$ cat config.mk
export PLATFORM = sky130hd
export DESIGN_NAME = pecControl
export DESIGN_NICKNAME = d
export VERILOG_FILES = /design/src/pecPkg.sv /design/src/pecControl.sv
export SDC_FILE = /design/constraint.sdc
export NUM_CORES = 1
export LEC_CHECK = 0
export BUFFER_PORTS_ARGS = -buffer_cell sky130_fd_sc_hd__clkbuf_2
export CORE_AREA = 10 10 132 134
export CTS_CLUSTER_DIAMETER = 80
export DETAILED_ROUTE_END_ITERATION = 16
export DIE_AREA = 0 0 142 144
export GPL_ROUTABILITY_DRIVEN = 0
export PLACE_DENSITY = 0.67
export SYNTH_ARGS = -nofsm -noshare
export SYNTH_HDL_FRONTEND = slang
export SYNTH_SLANG_ARGS = --single-unit
$ cat constraint.sdc
create_clock -name clk -period 5.4 [get_ports clk]
set_input_delay 0 -clock clk [delete_from_list [all_inputs] [get_ports clk]]
set_output_delay 0 -clock clk [all_outputs]
set_load 0.05 [all_outputs]
$ cat src/pecPkg.sv
package pecPkg;

    // ========================================
    // Widths and lengths
    // ========================================

    // Signed activation and weight width
    localparam int DataWidth  = 8;
    // Activations carried by one row beat
    localparam int ActLen     = 8;
    // Kernel side length
    localparam int KernelSize = 3;
    // Valid convolution outputs per row
    localparam int OutLen     = ActLen - KernelSize + 1;
    // Accumulator width for partial sums
    localparam int PsumWidth  = 24;

    // ========================================
    // Element and row types
    // ========================================

    // Named signed types keep array elements signed on selection
    typedef logic signed [DataWidth-1:0] dataT;
    typedef logic signed [PsumWidth-1:0] psumT;

    // One activation row, 64 bits
    typedef dataT [ActLen-1:0] actRowT;
    // One kernel row, 24 bits
    typedef dataT [KernelSize-1:0] kernelRowT;
    // One output row of partial sums, 144 bits
    typedef psumT [OutLen-1:0] psumRowT;

    // Full 3x3 kernel, 72 bits
    typedef struct packed {
        kernelRowT row0;
        kernelRowT row1;
        kernelRowT row2;
    } weightT;

    // Activation beat passed from cluster to cluster, 68 bits
    typedef struct packed {
        actRowT act;
        logic   frtRow;   // first row of a block
        logic   lstRow;   // last row of a block
        logic   lstBlk;   // last block before new weights
        logic   valPsum;  // add stored partial sum
    } actBeatT;

endpackage

$ cat src/pecControl.sv
`timescale 1ns/1ps

module pecControl (
    input  logic             clk,
    input  logic             rst_n,
    // Weight port
    input  logic             rdyWei,
    output logic             getWei,
    input  pecPkg::weightT   weights,
    // Upstream activation port
    input  logic             lstRdyAct,
    output logic             lstGetAct,
    input  pecPkg::actBeatT  lstAct,
    // Downstream activation port
    output logic             nxtRdyAct,
    input  logic             nxtGetAct,
    output pecPkg::actBeatT  nxtAct,
    // Towards the row stages and the RAM port
    output pecPkg::weightT   kernel,
    output logic             rowStart,
    output pecPkg::actBeatT  curBeat
);

    import pecPkg::*;

    // ========================================
    // Hand-off state machine
    // ========================================

    // One bit flips per step except waitGet back to cfgWei
    typedef enum logic [1:0] {
        idle    = 2'b00,
        cfgWei  = 2'b01,
        cfgAct  = 2'b11,
        waitGet = 2'b10
    } stateT;

    stateT   state;
    stateT   nextState;

    // Beat taken from upstream and held until the next cluster takes it
    actBeatT heldBeat;

    always_comb begin
        nextState = state;
        case (state)
            // Single cycle after reset
            idle: begin
                nextState = cfgWei;
            end
            // Wait for a kernel to be offered
            cfgWei: begin
                if (rdyWei) begin
                    nextState = cfgAct;
                end
            end
            // Wait for an activation row from upstream
            cfgAct: begin
                if (lstRdyAct) begin
                    nextState = waitGet;
                end
            end
            // Row on offer downstream
            waitGet: begin
                if (nxtGetAct) begin
                    // Last block goes back for new weights
                    if (heldBeat.lstBlk) begin
                        nextState = cfgWei;
                    end else begin
                        nextState = cfgAct;
                    end
                end
            end
            default: begin
                nextState = idle;
            end
        endcase
    end

    always_ff @(posedge clk or negedge rst_n) begin
        if (!rst_n) begin
            state <= idle;
        end else begin
            state <= nextState;
        end
    end

    // ========================================
    // Handshake outputs
    // ========================================

    // One-cycle get pulses in the same cycle as the ready
    assign getWei    = (state == cfgWei) && rdyWei;
    assign lstGetAct = (state == cfgAct) && lstRdyAct;

    // Downstream ready is a level while the beat is held
    assign nxtRdyAct = (state == waitGet);

    // ========================================
    // Weight and activation registers
    // ========================================

    // Kernel captured on the get edge
    always_ff @(posedge clk) begin
        if (getWei) begin
            kernel <= weights;
        end
    end

    // Row and flags captured together on the get edge
    always_ff @(posedge clk) begin
        if (lstGetAct) begin
            heldBeat <= lstAct;
        end
    end

    // Start pulse one cycle after each capture
    always_ff @(posedge clk or negedge rst_n) begin
        if (!rst_n) begin
            rowStart <= 1'b0;
        end else begin
            rowStart <= lstGetAct;
        end
    end

    // Held beat feeds the stages and is forwarded unchanged
    assign curBeat = heldBeat;
    assign nxtAct  = heldBeat;

endmodule

==> impl_metrics.csv <==
group,metric,value,unit
run_status,status,"complete, no violations",
finish,layout_common_cells,"356 x clkbuf_2, 146 x dlygate4sd3_1, 140 x edfxtp_1, 17 x clkbuf_16",
global_routing,first_global_vias,4207,
route,drtPass1Iterations,4,
route,wl,17440,um
setup_path,start_kind,"register",
die,ios,357,
clock_network,clock_latency,0.41,ns
setup_path,setup.worst_path.class,"register to output port",
clock_network,htreeDepth,4,
clock_network,cts_buffer_depth,2,
placement,dp_cells,697,
global_routing,grt_pass1_wl,25700,um
die,dieArea,20450,um^2
die,die_x,142,um
clock_network,cts_root_buffer,"clkbuf_16",
clock_network,cts_resized,0,
die,die_y,144,um
finish,fin_util,0.5633,
global_routing,overflow,0,
die,initial_core_util,0.3263,
setup_path,cp-end-kind,"output port",
finish,finish.net_count,819,
sta,slew_violations,0,
placement,portBuffers,356,
route,wire_per_inst,19.93,um
die,fp-row-count,45,
finish,fill_cells,1167,
global_routing,grt_max_degree,74,
sta,skew,0.01235,ns
clock_network,cts_sinks,143,
synth,synth_area,4850,um^2
synth,syn_avg_cell_area,22.14,um^2
die,core,14860,um^2
clock_network,cts_buffers,17,
route,post-route-drc-count,0,
pwr,p_leak,3.706,nW
route,ant_nets,0,
finish,area_growth,72.65,%
route,via_per_inst,4.211,
global_routing,gr-usage-all-layers,0.1661,
finish,final_cells,875,
route,drtIter0Drc,156,
clock_network,cts_tree,"done",
finish,drive_above_1_share,0.5648,
route,dr_total_vias,3685,
sta,hold_viol,0,
min_path,hp-class,"input pin to register",
clock_network,path_clk_slew,0.06,ns
sta,report.final.setup_viol,0,
synth,syn_inst,219,
global_routing,antenna_found_initial,1,
finish,final_common_cell,"clkbuf_2",
finish,num_antenna_cells,0,
synth,ys_seq_elements,143,
sta,fin_tns_setup,0,ns
sta,worst_slew_pin_slew,0.9078,ns
synth,synth.yosys.warnings,0,
synth,synth_fp_nets,364,
sta,fin_crit,2.268,ns
setup_path,arrival,2.27,ns
pwr,vdd_drop_max,0.0002022,V
sta,rsz0062_at_grt,"no",
pwr,p_per_area,493.5,nW/um^2
sta,fmax,440.8,MHz
setup_path,crit_fanout,73,
synth,yosysSeqAreaShare,0.8824,
sta,min_period_over_period,0.4201,
flow_run,maxCapViolations,0,
sta,slew_headroom,0.3948,
placement,dp.final_hpwl,12350,um
setup_path,critPathRequiredTime,5.40,ns
sta,fin_hold_ws,0.2969,ns
synth,synth_cell_type_count,11,
[repair_timing]
action                                 CTS  global route
setup buffers                            0             0
hold buffers                           146             0
endpoints found under the hold margin  147             0
[flip-flops by register name, summed over array words and instances, names as in the netlist]
register,flops
curBeat,68
kernel,72
rowStart,1
state,2
[path summary, 6_finish.rpt]
path / from / to / slack (ns) / depth (start not counted)
min: weights[53] / kernel[53] / 0.30 / 2
max in group asynchronous: rst_n / rowStart / 4.77 / 3
max reg2reg: state[0] / kernel[27] / 3.58 / 3
max: state[0] / getWei / 3.13 / 4
min reg2reg: state[0] / rowStart / 0.67 / 1
min in group asynchronous: rst_n / state[0] / 0.48 / 3
[metrics by stage]
step	instance area, um^2	setup WS, ns	power [mW]
floorplan	4850	1.082	2.761
global route	8373	2.981	4.290
detailed placement	6379	3.574	3.016
finish	8373	3.132	4.132
CTS	8373	3.113	4.171
global placement	6379	3.629	3.002
[Yosys cell counts]
cell	number	area (um^2)
nor3b_2	1	12.51
edfxtp_1	140	4204
dfrtp_1	3	75.07
o211ai_2	1	12.51
buf_4	68	510.5
nand2b_1	1	6.260
a21oi_1	1	5.000
and3_1	1	6.260
a31oi_1	1	6.260
and2b_1	1	7.510
inv_2	1	3.750
[where the power goes]
group / internal, mW / switching (mW)
registers: 1.47 / 0.0950
logic: 0.296 / 1.22
clock network: 0.626 / 0.419
[layout make-up]
class                           count  area (um^2)  area share
Timing Repair Buffer              504         3258      0.3891
Sequential cell                   143         4279      0.5111
Clock buffer                       20        436.7     0.05215
Tap cell                          188        235.2     0.02809
Inverter                            1        3.754   0.0004483
Multi-Input combinational cell      7        63.81    0.007621
Clock inverter                     12        96.34     0.01151
[worst max-delay path: stages (launching register included)]
cell	delay, ns
dfrtp_1	0.41
inv_2	0.08
nor3b_4	0.18
buf_4	0.71
clkbuf_2	0.42
[layer usage]
metal  vias up  GRT usage  share of wire
met2       249     0.2781           0.51
met5         -          0        0.00052
met3        13     0.1046           0.13
li1       1662          -              -
met4         2    0.04788         0.0090
met1      1759     0.1681           0.34
[kinds of logic after synthesis]
kind of cell	Yosys count	share of synthesized area
AO/OA/AOI/OAI	3	0.004901
buffers and inverters	69	0.1060
flip-flops	143	0.8824
AND/OR/NAND/NOR	4	0.006710
No activity file was read; power rests on OpenSTA's default activity.
