===== src/pecPkg.sv =====
package pecPkg;

    // ========================================
    // Widths and lengths
    // ========================================

    // Signed activation and weight width
    localparam int DataWidth  = 8;
    // Activations carried by one row beat
    localparam int ActLen     = 8;
    // Kernel side length
    localparam int KernelSize = 3;
    // Valid convolution outputs per row
    localparam int OutLen     = ActLen - KernelSize + 1;
    // Accumulator width for partial sums
    localparam int PsumWidth  = 24;

    // ========================================
    // Element and row types
    // ========================================

    // Named signed types keep array elements signed on selection
    typedef logic signed [DataWidth-1:0] dataT;
    typedef logic signed [PsumWidth-1:0] psumT;

    // One activation row, 64 bits
    typedef dataT [ActLen-1:0] actRowT;
    // One kernel row, 24 bits
    typedef dataT [KernelSize-1:0] kernelRowT;
    // One output row of partial sums, 144 bits
    typedef psumT [OutLen-1:0] psumRowT;

    // Full 3x3 kernel, 72 bits
    typedef struct packed {
        kernelRowT row0;
        kernelRowT row1;
        kernelRowT row2;
    } weightT;

    // Activation beat passed from cluster to cluster, 68 bits
    typedef struct packed {
        actRowT act;
        logic   frtRow;   // first row of a block
        logic   lstRow;   // last row of a block
        logic   lstBlk;   // last block before new weights
        logic   valPsum;  // add stored partial sum
    } actBeatT;

endpackage


===== src/psumPort.sv =====
`timescale 1ns/1ps

module psumPort #(
    parameter int PsumDepth = 16
) (
    input  logic                          clk,
    input  logic                          rst_n,
    // Row start and flags of the current beat
    input  logic                          rowStart,
    input  logic                          frtRow,
    input  logic                          valPsum,
    // RAM read side, data returns in the same cycle
    output logic                          enRd,
    output logic [$clog2(PsumDepth)-1:0]  addrRd,
    input  pecPkg::psumRowT               datRd,
    // RAM write side
    output logic                          enWr,
    output logic [$clog2(PsumDepth)-1:0]  addrWr,
    output pecPkg::psumRowT               datWr,
    // Final stage output and stage 0 partial-sum input
    input  pecPkg::psumRowT               finalPsum,
    output pecPkg::psumRowT               headPsum
);

    localparam int AddrWidth = $clog2(PsumDepth);

    // ========================================
    // Row index within a block
    // ========================================

    // Index of the next row to arrive
    logic [AddrWidth-1:0] rowCnt;
    // Index of the row being started
    logic [AddrWidth-1:0] curIdx;

    // First row of a block restarts at zero
    assign curIdx = frtRow ? '0 : rowCnt;

    always_ff @(posedge clk or negedge rst_n) begin
        if (!rst_n) begin
            rowCnt <= '0;
        end else if (rowStart) begin
            rowCnt <= curIdx + AddrWidth'(1);
        end
    end

    // ========================================
    // Partial-sum read
    // ========================================

    // Read the stored sum of this output row
    assign enRd   = rowStart && valPsum;
    assign addrRd = curIdx;

    // Zero when no stored sum is to be added
    assign headPsum = enRd ? datRd : '0;

    // ========================================
    // Partial-sum write
    // ========================================

    // Row index two behind the current row is complete
    always_ff @(posedge clk or negedge rst_n) begin
        if (!rst_n) begin
            enWr   <= 1'b0;
            addrWr <= '0;
        end else begin
            // Rows 0 and 1 only fill the pipeline
            enWr <= rowStart && (curIdx >= AddrWidth'(2));
            if (rowStart) begin
                addrWr <= curIdx - AddrWidth'(2);
            end
        end
    end

    // Last stage registers on the same edge the write is armed
    assign datWr = finalPsum;

endmodule


===== config.mk =====
export PLATFORM = sky130hd
export DESIGN_NAME = psumPort
export DESIGN_NICKNAME = d
export VERILOG_FILES = /design/src/pecPkg.sv /design/src/psumPort.sv
export SDC_FILE = /design/constraint.sdc
export NUM_CORES = 1
export LEC_CHECK = 0
export ABC_AREA = 1
export BUFFER_PORTS_ARGS = -buffer_cell sky130_fd_sc_hd__buf_2
export CORE_AREA = 4 4 230 232
export DETAILED_ROUTE_END_ITERATION = 8
export DIE_AREA = 0 0 234 236
export GPL_TIMING_DRIVEN = 0
export HOLD_SLACK_MARGIN = 0.02
export PLACE_DENSITY = 0.3
export SLEW_MARGIN = 20
export SYNTH_ARGS = -nofsm -noshare
export SYNTH_HDL_FRONTEND = slang
export SYNTH_SLANG_ARGS = --single-unit

===== constraint.sdc =====
create_clock -name clk -period 1.5 [get_ports clk]
set_clock_uncertainty 0.15 [all_clocks]
set_input_delay 0.15 -clock clk [delete_from_list [all_inputs] [get_ports clk]]
set_output_delay 0.15 -clock clk [all_outputs]
set_load 0.01 [all_outputs]

==> results.md <==
* Status: completed
* Largest net degree at the start of global routing at 11
* Total gr overflow at 0
* Yosys cell types at 18
* DP Area at 5942 um^2
* Final instance area at 6047 um^2
* Worst EP arrival at 1.10 ns
* Period utilization at 93.37%
* Routed WL per cell at 10.25 um
* Sequential area share after synthesis at 7.850%
* Pleak at 4.106 nW
* Final worst slack at 0.09939 ns
* Final RePlAce weighted congestion at 0.7354
* Dpl hpwl at 15,680 um
* Avg Vias per Cell at 2.514
* Post-synth top area cell: buf_4
* R2r endpoint: addrWr[2]
* Min cycle time layout at 1.401 ns
* Vias in the first global route at 4,069
* DRT iter0 DRCs at 64
* Reg2reg setup slack at 0.15 ns
* R2R depth at 5
* Cells after DPL at 1,635
* Fin cells at 1,641
* RSZ-0062 raised after global routing: no
* Top cells by area, synth: buf_4 (38%), inv_1 (21%), nor2_1 (14%), nor2_2 (8.9%), dfrtp_1 (7.8%)
* Htree depth at 1
* Post-Synthesis Cells at 511
* Most common cell in the netlist: inv_1
* CP delay by family, top: buffers and inverters
* TNS Setup at 0 ns
* DR vias at 4,125
* Synth-to-layout area growth at 110.8%
* CTS tree: done
* Peak Freq at 0.7140 GHz
* Pwr dens at 397.1 nW/um^2
* Critical-path cell list: buf_4, nand2_8, buf_6, buf_6, nor2_2, buf_2
* DR DRC count at 0
* Maxcap violations at 0
* Worst EP required at 1.20 ns
* Layout cell share with drive strength beyond 1 at 67.92%
* Ys async rst share at 100.0%
* Syn nets at 806
* Warnings, synthesis at 0
* Most frequent cells after synthesis: inv_1 (159), buf_4 (145), nor2_1 (109), nor2_2 (41), nand2_1 (16)
* CORE AREA at 50,990 um^2
* Worst slew pin tran at 0.2583 ns
* Hold Path Sink: rowCnt[0]
* Core Util, Final at 11.86%
* Io pins at 591
* GRT Total Usage at 5.161%
* Final Power at 2.401 mW
* Site row count at 83
* Clock tree sinks at 9
* CP endpoint kind: output pin
* Buf+Inv Stages, Crit Path at 4
* Drt pass-1 iters at 4
* Hold Path Depth at 2
* Slew margin rel. at 82.78%
* Initial antenna violation count at 0
* Initial Util at 5.627%
* Nets at 1,256
* Root Driver: clkbuf_16
* Die ar. at 55,220 um^2
* CTS Buffer Depth at 2
* Antenna-violating nets left at 0
* Pre-CTS setup slack at -0.1115 ns
* Final hold viol count at 0
* Number of port buffers at 444
* Most used cell, CP: buf_6
* Total CTS buffers at 3
* Synth top area share at 37.94%
* Seq cells post-synth at 9
* Final count of negative-setup-slack endpoints at 0
* Max-slew violation count at 0
* Worst-Skew Late Latency at 0.24 ns
* Width of the chip at 234 um
* CP Class: input port to output pin
* Hold Startpoint: rowStart
* Reg clk slew, reported paths at 0.04 ns
* Post-synth EDFFs at 0
* First-pass GRT wire length at 22,590 um
* Die height at 236 um
* Predominant post-synthesis flop cell: dfrtp_1
* Crit path largest cell delay at 0.19 ns
* Worst-path maximum fanout at 11
* Peak VDD IR at 0.0002631 V
* CP startpoint kind: input port
* Average footprint of a synthesized cell at 5.614 um^2
* Slowest CP cell: buf_4
* R2R Path Start: rowCnt[1]
* Routed WL at 16,830 um
* Hold WC Path Type: input port to register
* Post-Syn Area at 2869 um^2
* Worst hold margin at 0.1129 ns
layout make-up:
| class | count | area, um^2 |
|---|---|---|
| buffer | 161 | 1210 |
| clock buffer | 4 | 78.83 |
| fill | 6007 | 44940 |
| antenna | 1 | 2.502 |
| multi-input combinational | 182 | 850.8 |
| tap | 680 | 850.8 |
| sequential | 9 | 225.2 |
| inverter | 159 | 596.8 |
| timing repair buffer | 445 | 2232 |
how the worst max path moves through the flow:
stage / startpoint / end / slack [ns] / cells after the start
2_1_floorplan: rowCnt[2] / addrWr[3] / 0.16 / 8
4_1_cts: rowStart / headPsum[104] / 0.009 / 6
6_report: rowStart / headPsum[104] / 0.1 / 6
3_3_place_gp: rowStart / headPsum[61] / -0.10 / 5
3_5_place_dp: rowStart / headPsum[61] / -0.11 / 5
5_1_grt: rowCnt[1] / addrWr[3] / 0.001 / 8
flip-flops by register name, indices dropped and copies added, names as in the netlist:
signal / flops
addrWr: 4
enWr: 1
rowCnt: 4
worst register-to-register path: cells and delay by family, from the launching register on:
family | cells | cell delay [ns]
flops | 1 | 0.36
buf+inv | 2 | 0.16
fa+ha+maj | 1 | 0.28
simple gates | 1 | 0.16
compound gates | 1 | 0.16
placed cells by master, fill, tap and decap left out:
cell           synthesis  routed
nand2_1               16      16
dlygate4sd3_1          0       1
buf_2                 10     454
a21oi_1                1       1
diode_2                0       1
dfrtp_1                9       9
nand2_8                0       1
clkbuf_16              0       3
nor2_2                41      43
nand3_1                2       2
buf_8                  1       1
o21a_1                 1       1
a21o_1                 2       2
nor2_1               109     107
buf_4                145     145
o21ai_1                1       1
inv_1                159     159
clkbuf_1               0       1
nand4_1                2       2
o21ai_0                4       4
ha_1                   2       2
buf_6                  5       5
logic make-up after synthesis:
| family | count (synthesis) | share of synthesized area (%) |
|---|---|---|
| buffers and inverters | 320 | 62.97 |
| AND/OR/NAND/NOR | 171 | 26.47 |
| AO/OA/AOI/OAI | 9 | 1.831 |
| flip-flops | 9 | 7.850 |
| adder cells (fa/ha/maj) | 2 | 0.8721 |
routing by layer:
| metal | up-vias | part of all wire [%] | track usage, % |
|---|---|---|---|
| li1 | 2129 | - | - |
| met1 | 1740 | 35 | 5.393 |
| met2 | 252 | 55 | 10.87 |
| met3 | 4 | 9.9 | 0.8092 |
| met4 | 0 | 0.31 | 0.4861 |
| met5 | - | 0 | 0 |
where the power goes:
group	switching, mW	total [mW]	leakage (nW)	internal (mW)
clock network	0.120	0.476	0.0382	0.356
registers	0.0446	0.348	0.109	0.303
logic	0.788	1.58	3.96	0.790
total	0.952	2.40	4.11	1.45
repair_timing:
item / CTS / global route
hold endpoints to repair: 9 / 0
buffers inserted: 0 / 0
endpoints found under the setup margin: 65 / 1
hold buffers: 1 / 0
resized for setup: 2 / 1
(Power assumes the default switching activity.)
